[src/verilog/mips_pkg.sv]
`default_nettype none

package mips_pkg;

        // ------------------------------
        // Widths and machine words
        // ------------------------------
        localparam int WORD_WIDTH    = 32;
        localparam int REG_IDX_WIDTH = 5;

        typedef logic [WORD_WIDTH-1:0]    word_t;
        typedef logic [REG_IDX_WIDTH-1:0] reg_idx_t;

        localparam word_t RESET_VECTOR = 32'hBFC00000;     // First fetch address.

        // ------------------------------
        // Instruction encodings
        // ------------------------------
        typedef enum logic [5:0] {
                OP_SPECIAL = 6'h00,
                OP_REGIMM  = 6'h01,
                OP_J       = 6'h02,
                OP_BEQ     = 6'h04,
                OP_BNE     = 6'h05,
                OP_ADDIU   = 6'h09,
                OP_SLTI    = 6'h0A,
                OP_ANDI    = 6'h0C,
                OP_ORI     = 6'h0D,
                OP_XORI    = 6'h0E,
                OP_LUI     = 6'h0F,
                OP_LW      = 6'h23,
                OP_SW      = 6'h2B
        } opcode_t;

        typedef enum logic [5:0] {
                FN_SLL  = 6'h00,
                FN_SRL  = 6'h02,
                FN_JR   = 6'h08,
                FN_ADDU = 6'h21,
                FN_SUBU = 6'h23,
                FN_AND  = 6'h24,
                FN_OR   = 6'h25,
                FN_XOR  = 6'h26,
                FN_SLT  = 6'h2A,
                FN_SLTU = 6'h2B
        } funct_t;

        typedef enum logic [3:0] {
                ALU_ADD, ALU_SUB, ALU_AND, ALU_OR, ALU_XOR,
                ALU_SLT, ALU_SLTU, ALU_SLL, ALU_SRL, ALU_LUI
        } alu_op_t;

        typedef enum logic [2:0] {
                BR_NONE, BR_EQ, BR_NE, BR_GEZ, BR_LTZ, BR_JUMP, BR_JUMP_REG
        } branch_t;

endpackage

`default_nettype wire

[src/verilog/mips_decoder.sv]
`timescale 1ns/1ns
`default_nettype none

module mips_decoder (
        input  mips_pkg::word_t    instr,
        output mips_pkg::reg_idx_t rs,
        output mips_pkg::reg_idx_t rt,
        output mips_pkg::reg_idx_t rd_dest,
        output mips_pkg::word_t    imm,
        output mips_pkg::alu_op_t  alu_op,
        output logic               alu_use_imm,
        output logic               reg_write,
        output logic               mem_read,
        output logic               mem_write,
        output mips_pkg::branch_t  branch,
        output logic [4:0]         shamt
);
        import mips_pkg::*;

        opcode_t opcode;
        funct_t  funct;

        assign opcode = opcode_t'(instr[31:26]);
        assign funct  = funct_t'(instr[5:0]);
        assign rs     = instr[25:21];
        assign rt     = instr[20:16];
        assign shamt  = instr[10:6];

        always_comb begin
                imm         = {{16{instr[15]}}, instr[15:0]};
                rd_dest     = instr[20:16];     // I-type writes rt.
                alu_op      = ALU_ADD;
                alu_use_imm = 1'b1;
                reg_write   = 1'b0;
                mem_read    = 1'b0;
                mem_write   = 1'b0;
                branch      = BR_NONE;
                case (opcode)
                OP_SPECIAL: begin
                        rd_dest     = instr[15:11];
                        alu_use_imm = 1'b0;
                        reg_write   = 1'b1;
                        case (funct)
                        FN_SLL:  alu_op = ALU_SLL;
                        FN_SRL:  alu_op = ALU_SRL;
                        FN_ADDU: alu_op = ALU_ADD;
                        FN_SUBU: alu_op = ALU_SUB;
                        FN_AND:  alu_op = ALU_AND;
                        FN_OR:   alu_op = ALU_OR;
                        FN_XOR:  alu_op = ALU_XOR;
                        FN_SLT:  alu_op = ALU_SLT;
                        FN_SLTU: alu_op = ALU_SLTU;
                        FN_JR: begin
                                reg_write = 1'b0;
                                branch    = BR_JUMP_REG;
                        end
                        default: reg_write = 1'b0;      // Unsupported funct is a nop.
                        endcase
                end
                OP_REGIMM: begin
                        if (instr[20:16] == 5'd1)
                                branch = BR_GEZ;
                        else if (instr[20:16] == 5'd0)
                                branch = BR_LTZ;
                end
                OP_J: branch = BR_JUMP;
                OP_BEQ, OP_BNE: begin
                        alu_use_imm = 1'b0;
                        alu_op      = ALU_SUB;  // Zero flag compares rs and rt.
                        branch      = (opcode == OP_BEQ) ? BR_EQ : BR_NE;
                end
                OP_ADDIU: reg_write = 1'b1;
                OP_SLTI: begin
                        alu_op    = ALU_SLT;
                        reg_write = 1'b1;
                end
                OP_ANDI, OP_ORI, OP_XORI: begin
                        imm       = {16'h0000, instr[15:0]};
                        reg_write = 1'b1;
                        alu_op    = (opcode == OP_ANDI) ? ALU_AND :
                                    (opcode == OP_ORI)  ? ALU_OR  : ALU_XOR;
                end
                OP_LUI: begin
                        alu_op    = ALU_LUI;
                        reg_write = 1'b1;
                end
                OP_LW: begin
                        mem_read  = 1'b1;
                        reg_write = 1'b1;
                end
                OP_SW: mem_write = 1'b1;
                default: ;
                endcase
        end

endmodule

`default_nettype wire

[src/verilog/mips_alu.sv]
`timescale 1ns/1ns
`default_nettype none

module mips_alu (
        input  mips_pkg::alu_op_t op,
        input  mips_pkg::word_t   a,
        input  mips_pkg::word_t   b,
        input  logic [4:0]        shamt,
        output mips_pkg::word_t   result,
        output logic              zero
);
        import mips_pkg::*;

        logic lt_signed;
        logic lt_unsigned;

        assign lt_signed   = $signed(a) < $signed(b);
        assign lt_unsigned = a < b;

        always_comb begin
                case (op)
                ALU_ADD:  result = a + b;       // Wraps without an overflow trap.
                ALU_SUB:  result = a - b;
                ALU_AND:  result = a & b;
                ALU_OR:   result = a | b;
                ALU_XOR:  result = a ^ b;
                ALU_SLT:  result = {{(WORD_WIDTH-1){1'b0}}, lt_signed};
                ALU_SLTU: result = {{(WORD_WIDTH-1){1'b0}}, lt_unsigned};
                ALU_SLL:  result = b << shamt;
                ALU_SRL:  result = b >> shamt;
                ALU_LUI:  result = {b[15:0], 16'h0000};
                default:  result = '0;
                endcase
        end

        assign zero = (result == '0);   // Used by beq and bne.

endmodule

`default_nettype wire

[src/verilog/mips_regfile.sv]
`timescale 1ns/1ns
`default_nettype none

module mips_regfile (
        input  logic               clk,
        input  logic               rst_n,
        input  logic               enable,
        input  mips_pkg::reg_idx_t rs,
        input  mips_pkg::reg_idx_t rt,
        input  mips_pkg::reg_idx_t rd,
        input  logic               write,
        input  mips_pkg::word_t    wdata,
        output mips_pkg::word_t    rs_data,
        output mips_pkg::word_t    rt_data,
        output mips_pkg::word_t    v0
);
        import mips_pkg::*;

        word_t regs [1:31];     // $0 has no storage.

        always_ff @(posedge clk) begin
                if (rst_n && enable && write && rd != '0) begin
                        regs[rd] <= wdata;
                end
        end

        assign rs_data = (rs == '0) ? '0 : regs[rs];
        assign rt_data = (rt == '0) ? '0 : regs[rt];
        assign v0      = regs[2];

endmodule

`default_nettype wire

[src/verilog/mips_cpu_harvard.sv]
`timescale 1ns/1ns
`default_nettype none

module mips_cpu_harvard #(
        parameter mips_pkg::word_t RESET_PC = mips_pkg::RESET_VECTOR
) (
        input  logic            clk,
        input  logic            rst_n,
        input  logic            clk_enable,
        output logic            active,
        output mips_pkg::word_t register_v0,
        output mips_pkg::word_t instr_address,
        input  mips_pkg::word_t instr_readdata,
        output mips_pkg::word_t data_address,
        output logic            data_write,
        output logic            data_read,
        output mips_pkg::word_t data_writedata,
        input  mips_pkg::word_t data_readdata
);
        import mips_pkg::*;

        word_t    pc;
        word_t    next_pc;             // Delay slot address.
        reg_idx_t rs, rt, rd_dest;
        word_t    imm;
        alu_op_t  alu_op;
        logic     alu_use_imm, reg_write, mem_read, mem_write;
        branch_t  branch;
        logic [4:0] shamt;
        word_t    rs_data, rt_data, alu_b, alu_result, wb_data;
        word_t    branch_target, jump_target, following_pc;
        logic     alu_zero, taken, execute;

        assign execute = clk_enable && active;

        mips_decoder u_decoder (
                .instr       (instr_readdata),
                .rs          (rs),
                .rt          (rt),
                .rd_dest     (rd_dest),
                .imm         (imm),
                .alu_op      (alu_op),
                .alu_use_imm (alu_use_imm),
                .reg_write   (reg_write),
                .mem_read    (mem_read),
                .mem_write   (mem_write),
                .branch      (branch),
                .shamt       (shamt)
        );

        mips_regfile u_regfile (
                .clk     (clk),
                .rst_n   (rst_n),
                .enable  (execute),
                .rs      (rs),
                .rt      (rt),
                .rd      (rd_dest),
                .write   (reg_write),
                .wdata   (wb_data),
                .rs_data (rs_data),
                .rt_data (rt_data),
                .v0      (register_v0)
        );

        assign alu_b = alu_use_imm ? imm : rt_data;

        mips_alu u_alu (
                .op     (alu_op),
                .a      (rs_data),
                .b      (alu_b),
                .shamt  (shamt),
                .result (alu_result),
                .zero   (alu_zero)
        );

        // ------------------------------
        // Memory port and write-back
        // ------------------------------
        assign instr_address  = pc;
        assign data_address   = alu_result;
        assign data_writedata = rt_data;
        assign data_write     = mem_write && active && rst_n;
        assign data_read      = mem_read && active && rst_n;
        assign wb_data        = mem_read ? data_readdata : alu_result;

        // ------------------------------
        // Branch resolution
        // ------------------------------
        assign branch_target = next_pc + {imm[WORD_WIDTH-3:0], 2'b00};
        assign jump_target   = {next_pc[31:28], instr_readdata[25:0], 2'b00};

        always_comb begin
                case (branch)
                BR_EQ:   taken = alu_zero;
                BR_NE:   taken = !alu_zero;
                BR_GEZ:  taken = !rs_data[WORD_WIDTH-1];
                BR_LTZ:  taken = rs_data[WORD_WIDTH-1];
                default: taken = 1'b0;
                endcase
                if (branch == BR_JUMP)
                        following_pc = jump_target;
                else if (branch == BR_JUMP_REG)
                        following_pc = rs_data;
                else if (taken)
                        following_pc = branch_target;
                else
                        following_pc = next_pc + 32'd4;
        end

        always_ff @(posedge clk) begin
                if (!rst_n) begin
                        pc      <= RESET_PC;
                        next_pc <= RESET_PC + 32'd4;
                        active  <= 1'b1;
                end else if (execute) begin
                        pc      <= next_pc;
                        next_pc <= following_pc;
                        if (next_pc == '0) begin
                                active <= 1'b0;         // Halt on fetch of 0.
                        end
                end
        end

endmodule

`default_nettype wire

[config.mk]
export PLATFORM = sky130hd
export DESIGN_NAME = mips_cpu_harvard
export DESIGN_NICKNAME = d
export VERILOG_FILES = /design/src/verilog/mips_pkg.sv /design/src/verilog/mips_decoder.sv /design/src/verilog/mips_alu.sv /design/src/verilog/mips_regfile.sv /design/src/verilog/mips_cpu_harvard.sv
export SDC_FILE = /design/constraint.sdc
export NUM_CORES = 2
export LEC_CHECK = 0
export BUFFER_PORTS_ARGS = -buffer_cell sky130_fd_sc_hd__buf_2
export CORE_MARGIN = 3
export CORE_UTILIZATION = 35
export CTS_CLUSTER_DIAMETER = 40
export DETAILED_ROUTE_END_ITERATION = 10
export MAX_ROUTING_LAYER = met4
export PLACE_DENSITY_LB_ADDON = 0.1
export SLEW_MARGIN = 20
export SYNTH_ARGS = -nofsm -noshare
export SYNTH_HDL_FRONTEND = slang
export SYNTH_HIERARCHICAL = 1
export SYNTH_SLANG_ARGS = --single-unit
[constraint.sdc]
create_clock -name clk -period 21.1 [get_ports clk]
set_clock_uncertainty 0.1 [all_clocks]
set_input_delay 0 -clock clk [delete_from_list [all_inputs] [get_ports clk]]
set_output_delay 0 -clock clk [all_outputs]
set_load 0.1 [all_outputs]
# After elaboration in Yosys (flattened, before gate mapping)
# Memories as Yosys holds them, arrays and structs flattened.
# Cells that the tools add are included.
dict set report op_classes {
  addsub 4
  magnitude_cmp 2
  n_eq_ne 37
  n_shift 2
  n_mux 26
  n_bitwise 4
  reduce_logical 25
}
# op count
set ops {}
lappend ops {{case mux 32 bit (10 select lines)} 1}
lappend ops {{two-way mux 32 bit} 7}
lappend ops {{adder 32 bit} 2}
lappend ops {{zero test 32 bit} 2}
lappend ops {{< comparator 32 bit} 2}
lappend ops {{== test 6 bit, second input constant} 9}
lappend ops {{== test 6 x 4 -> 1 bit, second input constant} 7}
lappend ops {{adder 32 x 3 -> 32 bit, second input constant} 1}
lappend ops {{AND 32 bit} 1}
lappend ops {{bitwise OR 32 bit} 1}
lappend ops {{case mux 4 bit (8 select lines)} 1}
lappend ops {{<< shifter 32 x 5 -> 32 bit} 1}
lappend ops {{right shift 32 x 5 -> 32 bit} 1}
lappend ops {{subtractor 32 bit} 1}
lappend ops {{XOR 32 bit} 1}
lappend ops {{two-way mux 28 bit} 1}
lappend ops {{case mux 4 bit (5 select lines)} 1}
lappend ops {{== test 4 x 3 -> 1 bit, second input constant} 4}
lappend ops {{== test 6 x 2 -> 1 bit, second input constant} 2}
lappend ops {{== test 6 x 3 -> 1 bit, second input constant} 2}
lappend ops {{zero test 6 bit} 2}
lappend ops {{two-way mux 3 bit} 4}
lappend ops {{case mux 3 bit (4 select lines)} 1}
lappend ops {{zero test 5 bit} 2}
lappend ops {{24 further kinds} 43}
dict set report word_totals {
  register_bits 65
  mem_bits_rw 992
  input_bits 67
  wordCells 105
  n_memories 1
}
# memory depth width rd rd_ports_with_merged_regs wr line_no
set mem_list {}
lappend mem_list {u_regfile.regs 31 32 3 0 1 mips_regfile.sv:19} ;# word_t regs [1:31];

# Logic depth before layout (Yosys ltp)
dict set report logic_depth {
  word_depth 12
  mapped_depth 42
  depth_no_buf 34
}

# Hierarchy
# Netlist, hierarchy kept.
# module instances cells_each area_each_um2 seq_area_each_um2
set by_module_without_submodules {}
lappend by_module_without_submodules {mips_regfile 1 2771 47086.4 29788.6}
lappend by_module_without_submodules {mips_alu 1 1380 9459.1 0.0}
lappend by_module_without_submodules {mips_cpu_harvard 1 686 5353.9 1301.2}
lappend by_module_without_submodules {mips_decoder 1 124 827.0 0.0}

# Worst setup path after synthesis
# Ideal clock, no wire load.
dict set report synth_timing {
  path_kind {register -> register}
  from {mem u_regfile/regs[2][4] (netlist name)}
  to {reg next_pc[14]}
  setup_ns 0.095
  arrival_ns 12.694
  t_required_ns 20.905
  path_slack_ns 8.211
  stages_incl_launch_ff 35
  n_path_buf 3
  path_cell_list {edfxtp_1 -> mux2_2 -> a221o_1 -> a221oi_1 -> a31oi_1 -> mux2_2 -> clkbuf_1 -> inv_1 -> ha_1 -> buf_2 -> inv_1 -> a21oi_1 -> a21oi_1 -> o311a_1 -> o31a_1 -> a221o_1 -> o211a_1 -> o41ai_1 -> or4_1 -> nor4b_2 -> mux2i_1 -> a311o_1 -> nand2_1 -> clkbuf_1 -> nand2b_1 -> ha_1 -> fa_1 -> a211oi_2 -> nor3_1 -> or2_2 -> a41o_1 -> a211oi_1 -> nor2_1 -> xnor2_1 -> a221oi_1}
}
# element line_no
set synth_lines {}
lappend synth_lines {{from (decl)} mips_regfile.sv:19}
lappend synth_lines {{to (signal assigned)} mips_cpu_harvard.sv:113} ;# next_pc <= RESET_PC + 32'd4;
lappend synth_lines {{to (signal assigned)} mips_cpu_harvard.sv:117} ;# next_pc <= following_pc;
lappend synth_lines {{to (decl)} mips_cpu_harvard.sv:23} ;# word_t next_pc;

# Worst setup path in the final report
dict set report layout_timing {
  from {in instr_readdata[16]}
  to {reg next_pc[22]}
}
dict set report layout_between {
  elab_chain_len 11
}
# element line_no
set layout_lines {}
lappend layout_lines {{from (decl)} mips_cpu_harvard.sv:13} ;# input mips_pkg::word_t instr_readdata,
lappend layout_lines {{memory read (31 x 32 bit) / zero test 5 bit (equally long branches)} -}
lappend layout_lines {{two-way mux 32 bit (*)} mips_regfile.sv:28} ;# assign rt_data = (rt == '0) ? '0 : regs[rt];
lappend layout_lines {{two-way mux 32 bit (*)} mips_cpu_harvard.sv:65} ;# assign alu_b = alu_use_imm ? imm : rt_data;
lappend layout_lines {{net alu_b[13]} mips_cpu_harvard.sv:30} ;# word_t rs_data, rt_data, alu_b, alu_result, wb_data;
lappend layout_lines {{subtractor 32 bit, or another cell as far along} mips_alu.sv:23} ;# ALU_SUB: result = a - b;
lappend layout_lines {{case mux 32 bit (10 select lines) (*)} mips_alu.sv:21} ;# case (op)
lappend layout_lines {{zero test 32 bit (*)} mips_alu.sv:36} ;# assign zero = (result == '0);
lappend layout_lines {{net alu_zero} mips_cpu_harvard.sv:32} ;# logic alu_zero, taken, execute;
lappend layout_lines {{zero test 1 bit} mips_cpu_harvard.sv:95} ;# BR_NE: taken = !alu_zero;
lappend layout_lines {{case mux 1 bit (4 select lines) (*)} mips_cpu_harvard.sv:93} ;# case (branch)
lappend layout_lines {{two-way mux 32 bit (*)} mips_cpu_harvard.sv:104} ;# else if (taken)
lappend layout_lines {{two-way mux 32 bit (*)} mips_cpu_harvard.sv:102} ;# else if (branch == BR_JUMP_REG)
lappend layout_lines {{two-way mux 28 bit (*)} mips_cpu_harvard.sv:100} ;# if (branch == BR_JUMP)
# The timed path passes the listed nets; every way through them passes the cells marked *.
# A chain may end at the register's enable or synchronous reset.

==> results by group <==
Clock network
  • Post-CTS setup buffer count: 0
  • CTS root buffer: clkbuf_16
  • Clock sinks: 1,057
  • Worst-Skew Late Latency: 790 ps
  • CTS tree: built
  • Cts bufs inserted: 172
  • Clock tree buffer depth: 3
  • Htree depth: 4
  • Clock Pin Slew Worst Setup and Hold Paths: 60 ps

Critical path
  • Critical path type: in2reg
  • Critical Path RT: 21,710 ps
  • Worst path slowest cell: nor4b_2
  • Critical path buffer and inverter count: 7
  • RR Startpoint: u_regfile/regs[14][13]
  • Crit path launch: instr_readdata[16]
  • Top delay family on crit path: compound AO/OA/AOI/OAI gates
  • Critical Path Source Type: input port
  • CP Max Fanout: 64
  • Worst EP arrival: 13,860 ps
  • Highest cell delay on the worst timing path: 920 ps
  • Crit end category: flop

Pwr
  • Pwr dens: 95.51 nW/µm²
  • Clock network power share: 41.5%
  • Pint: 4626 µW
  • Overall Power: 6890 µW
  • Peak supply drop: 80.24 µV
  • Sequential power share: 36.4%
  • Net Sw Frac: 32.86%
  • P_leak: 0.02545 µW
  • Combinational share of power: 22.1%
  • P_sw: 2264 µW

Synth
  • EDFF count, synth: 992
  • Synth cell types: 109
  • Post-synth ARST share: 0%
  • Leading register cell type out of synthesis: edfxtp_1
  • Compound-Gate Fraction of Synth Area: 13.90%
  • Post-Synth XOR/XNOR Area: 0.5446%
  • Warnings from Yosys: 6
  • Register bit count reported by yosys: 1,057
  • Sequential fraction of the synthesis area: 49.56%
  • Synth Area in Simple Gates: 7.081%
  • Post-synthesis cell count: 4,961
  • Post-Synth Adder-Cell Area: 2.649%
  • Synthesized area: 62,730 µm²
  • Post-synthesis mux area share: 21.55%
  • Avg Synthesized Cell Area: 12.64 µm²
  • Main combinational cell family by area after synthesis: multiplexers
  • Syn_nets: 5,159

GRT
  • Gr usage total: 30.04%
  • Met1 Usage GRT: 40.44%
  • GRT Max-Usage Layer: met2
  • Largest net degree at the start of global routing: 102
  • Global-route wire length before repair: 380.4 mm
  • Initial antenna violation count: 10
  • Met2 Resource Use GR: 45.83%
  • Number of global-route vias before repair: 46,080
  • Congestion Overflow GR: 0
  • Met3 Usage GRT: 5.034%

Timing
  • Setup TNS: 0 ps
  • Worst-margin pin slew: 1219 ps
  • Worst slew margin: 17.88%
  • Period utilisation layout: 62.81%
  • RSZ-0062 raised after global routing: false
  • Worst hold slack: 65.30 ps
  • Worst setup slack after layout: 7847 ps
  • Achievable Freq: 0.07546 GHz
  • Final min period: 13,250 ps
  • # setup viols final: 0
  • Max-slew violations: 0
  • Fin. Hold Viols: 0

Die
  • Initial core utilization: 35.42%
  • I/O pins: 198
  • Core box area: 177,100 µm²
  • Rows: 154
  • Die width: 429.3 µm
  • Die area: 184,300 µm²
  • Die height: 429.3 µm

Min path
  • Worst Hold Class: in2reg
  • Hold_sp: instr_readdata[16]

Flow run
  • Max-Cap Viols: 0

Place
  • Detailed Place HPWL: 189.0 mm
  • Port buffer count: 197
  • Dpl ws: 8298 ps
  • Final GP Congestion: 1.017

Layout
  • Layout Nets: 5,279
  • Fillers: 16,590
  • Layout cell share with drive strength beyond 1: 24.71%
  • Layout area overhead: 14.99%

Routing
  • Drt wl/cell: 36.57 µm
  • Routed wire length: 277.1 mm
  • 1st-iter DRT viols: 5,305
  • Drt via density: 6.296
  • Antenna-violating nets left: 0
  • Vias: 47,710
  • Number of remaining DRC errors: 0
  • First drt pass iteration count: 6

Status
  • Status: finished clean
-- flip-flops by register name (all words and copies together), names as in the netlist --
name            flops
active              1
u_regfile/regs    992
next_pc            32
instr_address      32
-- cell usage after synthesis, types with 21 or more instances --
cell / instances / area (µm²)
nand3_1: 59 / 295.3
a21oi_1: 264 / 1321
mux2_2: 298 / 3356
inv_1: 115 / 431.7
a21o_1: 31 / 232.7
xnor2_1: 28 / 245.2
buf_4: 93 / 698.2
buf_1: 32 / 120.1
buf_2: 67 / 335.3
o211ai_1: 82 / 615.6
nor3_1: 77 / 385.4
nor4_1: 28 / 175.2
dfxtp_1: 65 / 1301
a22oi_1: 45 / 337.8
nor2_1: 288 / 1081
mux4_1: 34 / 893.4
nand2b_1: 21 / 131.4
clkbuf_1: 197 / 739.5
ha_1: 128 / 1602
a221o_1: 25 / 250.2
a211oi_1: 54 / 405.4
mux4_2: 212 / 4775
a22o_1: 75 / 656.9
a221oi_1: 113 / 989.7
o31ai_1: 22 / 165.2
edfxtp_1: 992 / 29790
mux2i_1: 449 / 4494
nand4_1: 24 / 150.1
o21ai_1: 39 / 195.2
buf_6: 29 / 326.6
nand2_1: 273 / 1025
o21ai_0: 130 / 650.6
and2_1: 40 / 250.2
a31oi_1: 30 / 187.7
nor2b_1: 38 / 237.7
o22ai_1: 133 / 832.1
-- what timing repair did --
item	in CTS	in global routing
gates resized for setup	0	0
hold buffers	28	0
hold endpoints to repair	63	0
-- path summary, 6_finish.rpt --
| path | to | slack, ps | depth (start not counted) |
|---|---|---|---|
| setup reg to reg | next_pc[22] | 8720 | 36 |
| setup / recovery | next_pc[22] | 7850 | 39 |
| hold / removal | next_pc[18] | 70 | 4 |
| hold reg to reg | instr_address[4] | 350 | 2 |
-- per-stage QoR --
stage,instances,area (µm²),utilization [%]
floorplan,4961,62730,-
global placement,7215,65810,37.17
detailed placement,7219,65870,37.20
CTS,7564,72070,40.70
global route,7569,72110,40.72
finish,7577,72130,40.73
-- power by group through the flow --
| stage | Combinational, µW | Clock, µW | Sequential, µW |
|---|---|---|---|
| 2_1_floorplan | 890 | 0 | 2550 |
| 3_3_place_gp | 1500 | 0 | 2550 |
| 3_5_place_dp | 1500 | 0 | 2550 |
| 4_1_cts | 1500 | 2910 | 2510 |
| 5_1_grt | 1570 | 3000 | 2510 |
| 6_report | 1520 | 2860 | 2510 |
-- cell families after synthesis --
logic type | Yosys count
AOI/OAI and AO/OA | 1238
DFF | 1057
muxes | 993
and+or+nand+nor | 941
buffers and inverters | 562
adders and majority gates | 131
xor gates and xnor gates | 39
-- layout make-up --
| type | instances | area, µm² | area share [%] |
|---|---|---|---|
| clock buffers | 192 | 4474 | 6.203 |
| repair buffers | 388 | 2555 | 3.542 |
| inverters | 120 | 450.4 | 0.6245 |
| multi-input cells | 3342 | 29160 | 40.43 |
| flip-flops and latches | 1057 | 31090 | 43.10 |
| diodes | 13 | 32.53 | 0.04510 |
| clock inverters | 125 | 1439 | 1.995 |
| well taps | 2340 | 2928 | 4.059 |
-- routing by layer --
layer	up-vias	share of wire, %
li1	20080	-
met1	24880	43
met2	2348	45
met3	392	7.5
met4	0	3.9
met5	-	0
-- tightest hold or removal path, stage by stage --
cell and delay (ps):
buf_8 180, o221ai_1 400, a21oi_1 90, o211a_1 100
-- placed cells by master, fill, tap and decap left out, types with 44 or more instances in the layout --
master / n
o21ai_1: 44
nor2_1: 253
nand3_1: 59
ha_1: 128
clkbuf_16: 176
o21ai_0: 119
buf_2: 190
edfxtp_1: 992
mux2i_1: 449
dfxtp_1: 65
a22o_1: 75
a22oi_1: 45
o211ai_1: 82
a21oi_1: 264
nor3_1: 76
mux2_2: 298
nand2_1: 271
mux4_2: 212
a221oi_1: 112
buf_4: 163
o22ai_1: 131
a211oi_1: 54
inv_1: 114
Power figures use the tool's default switching activity.
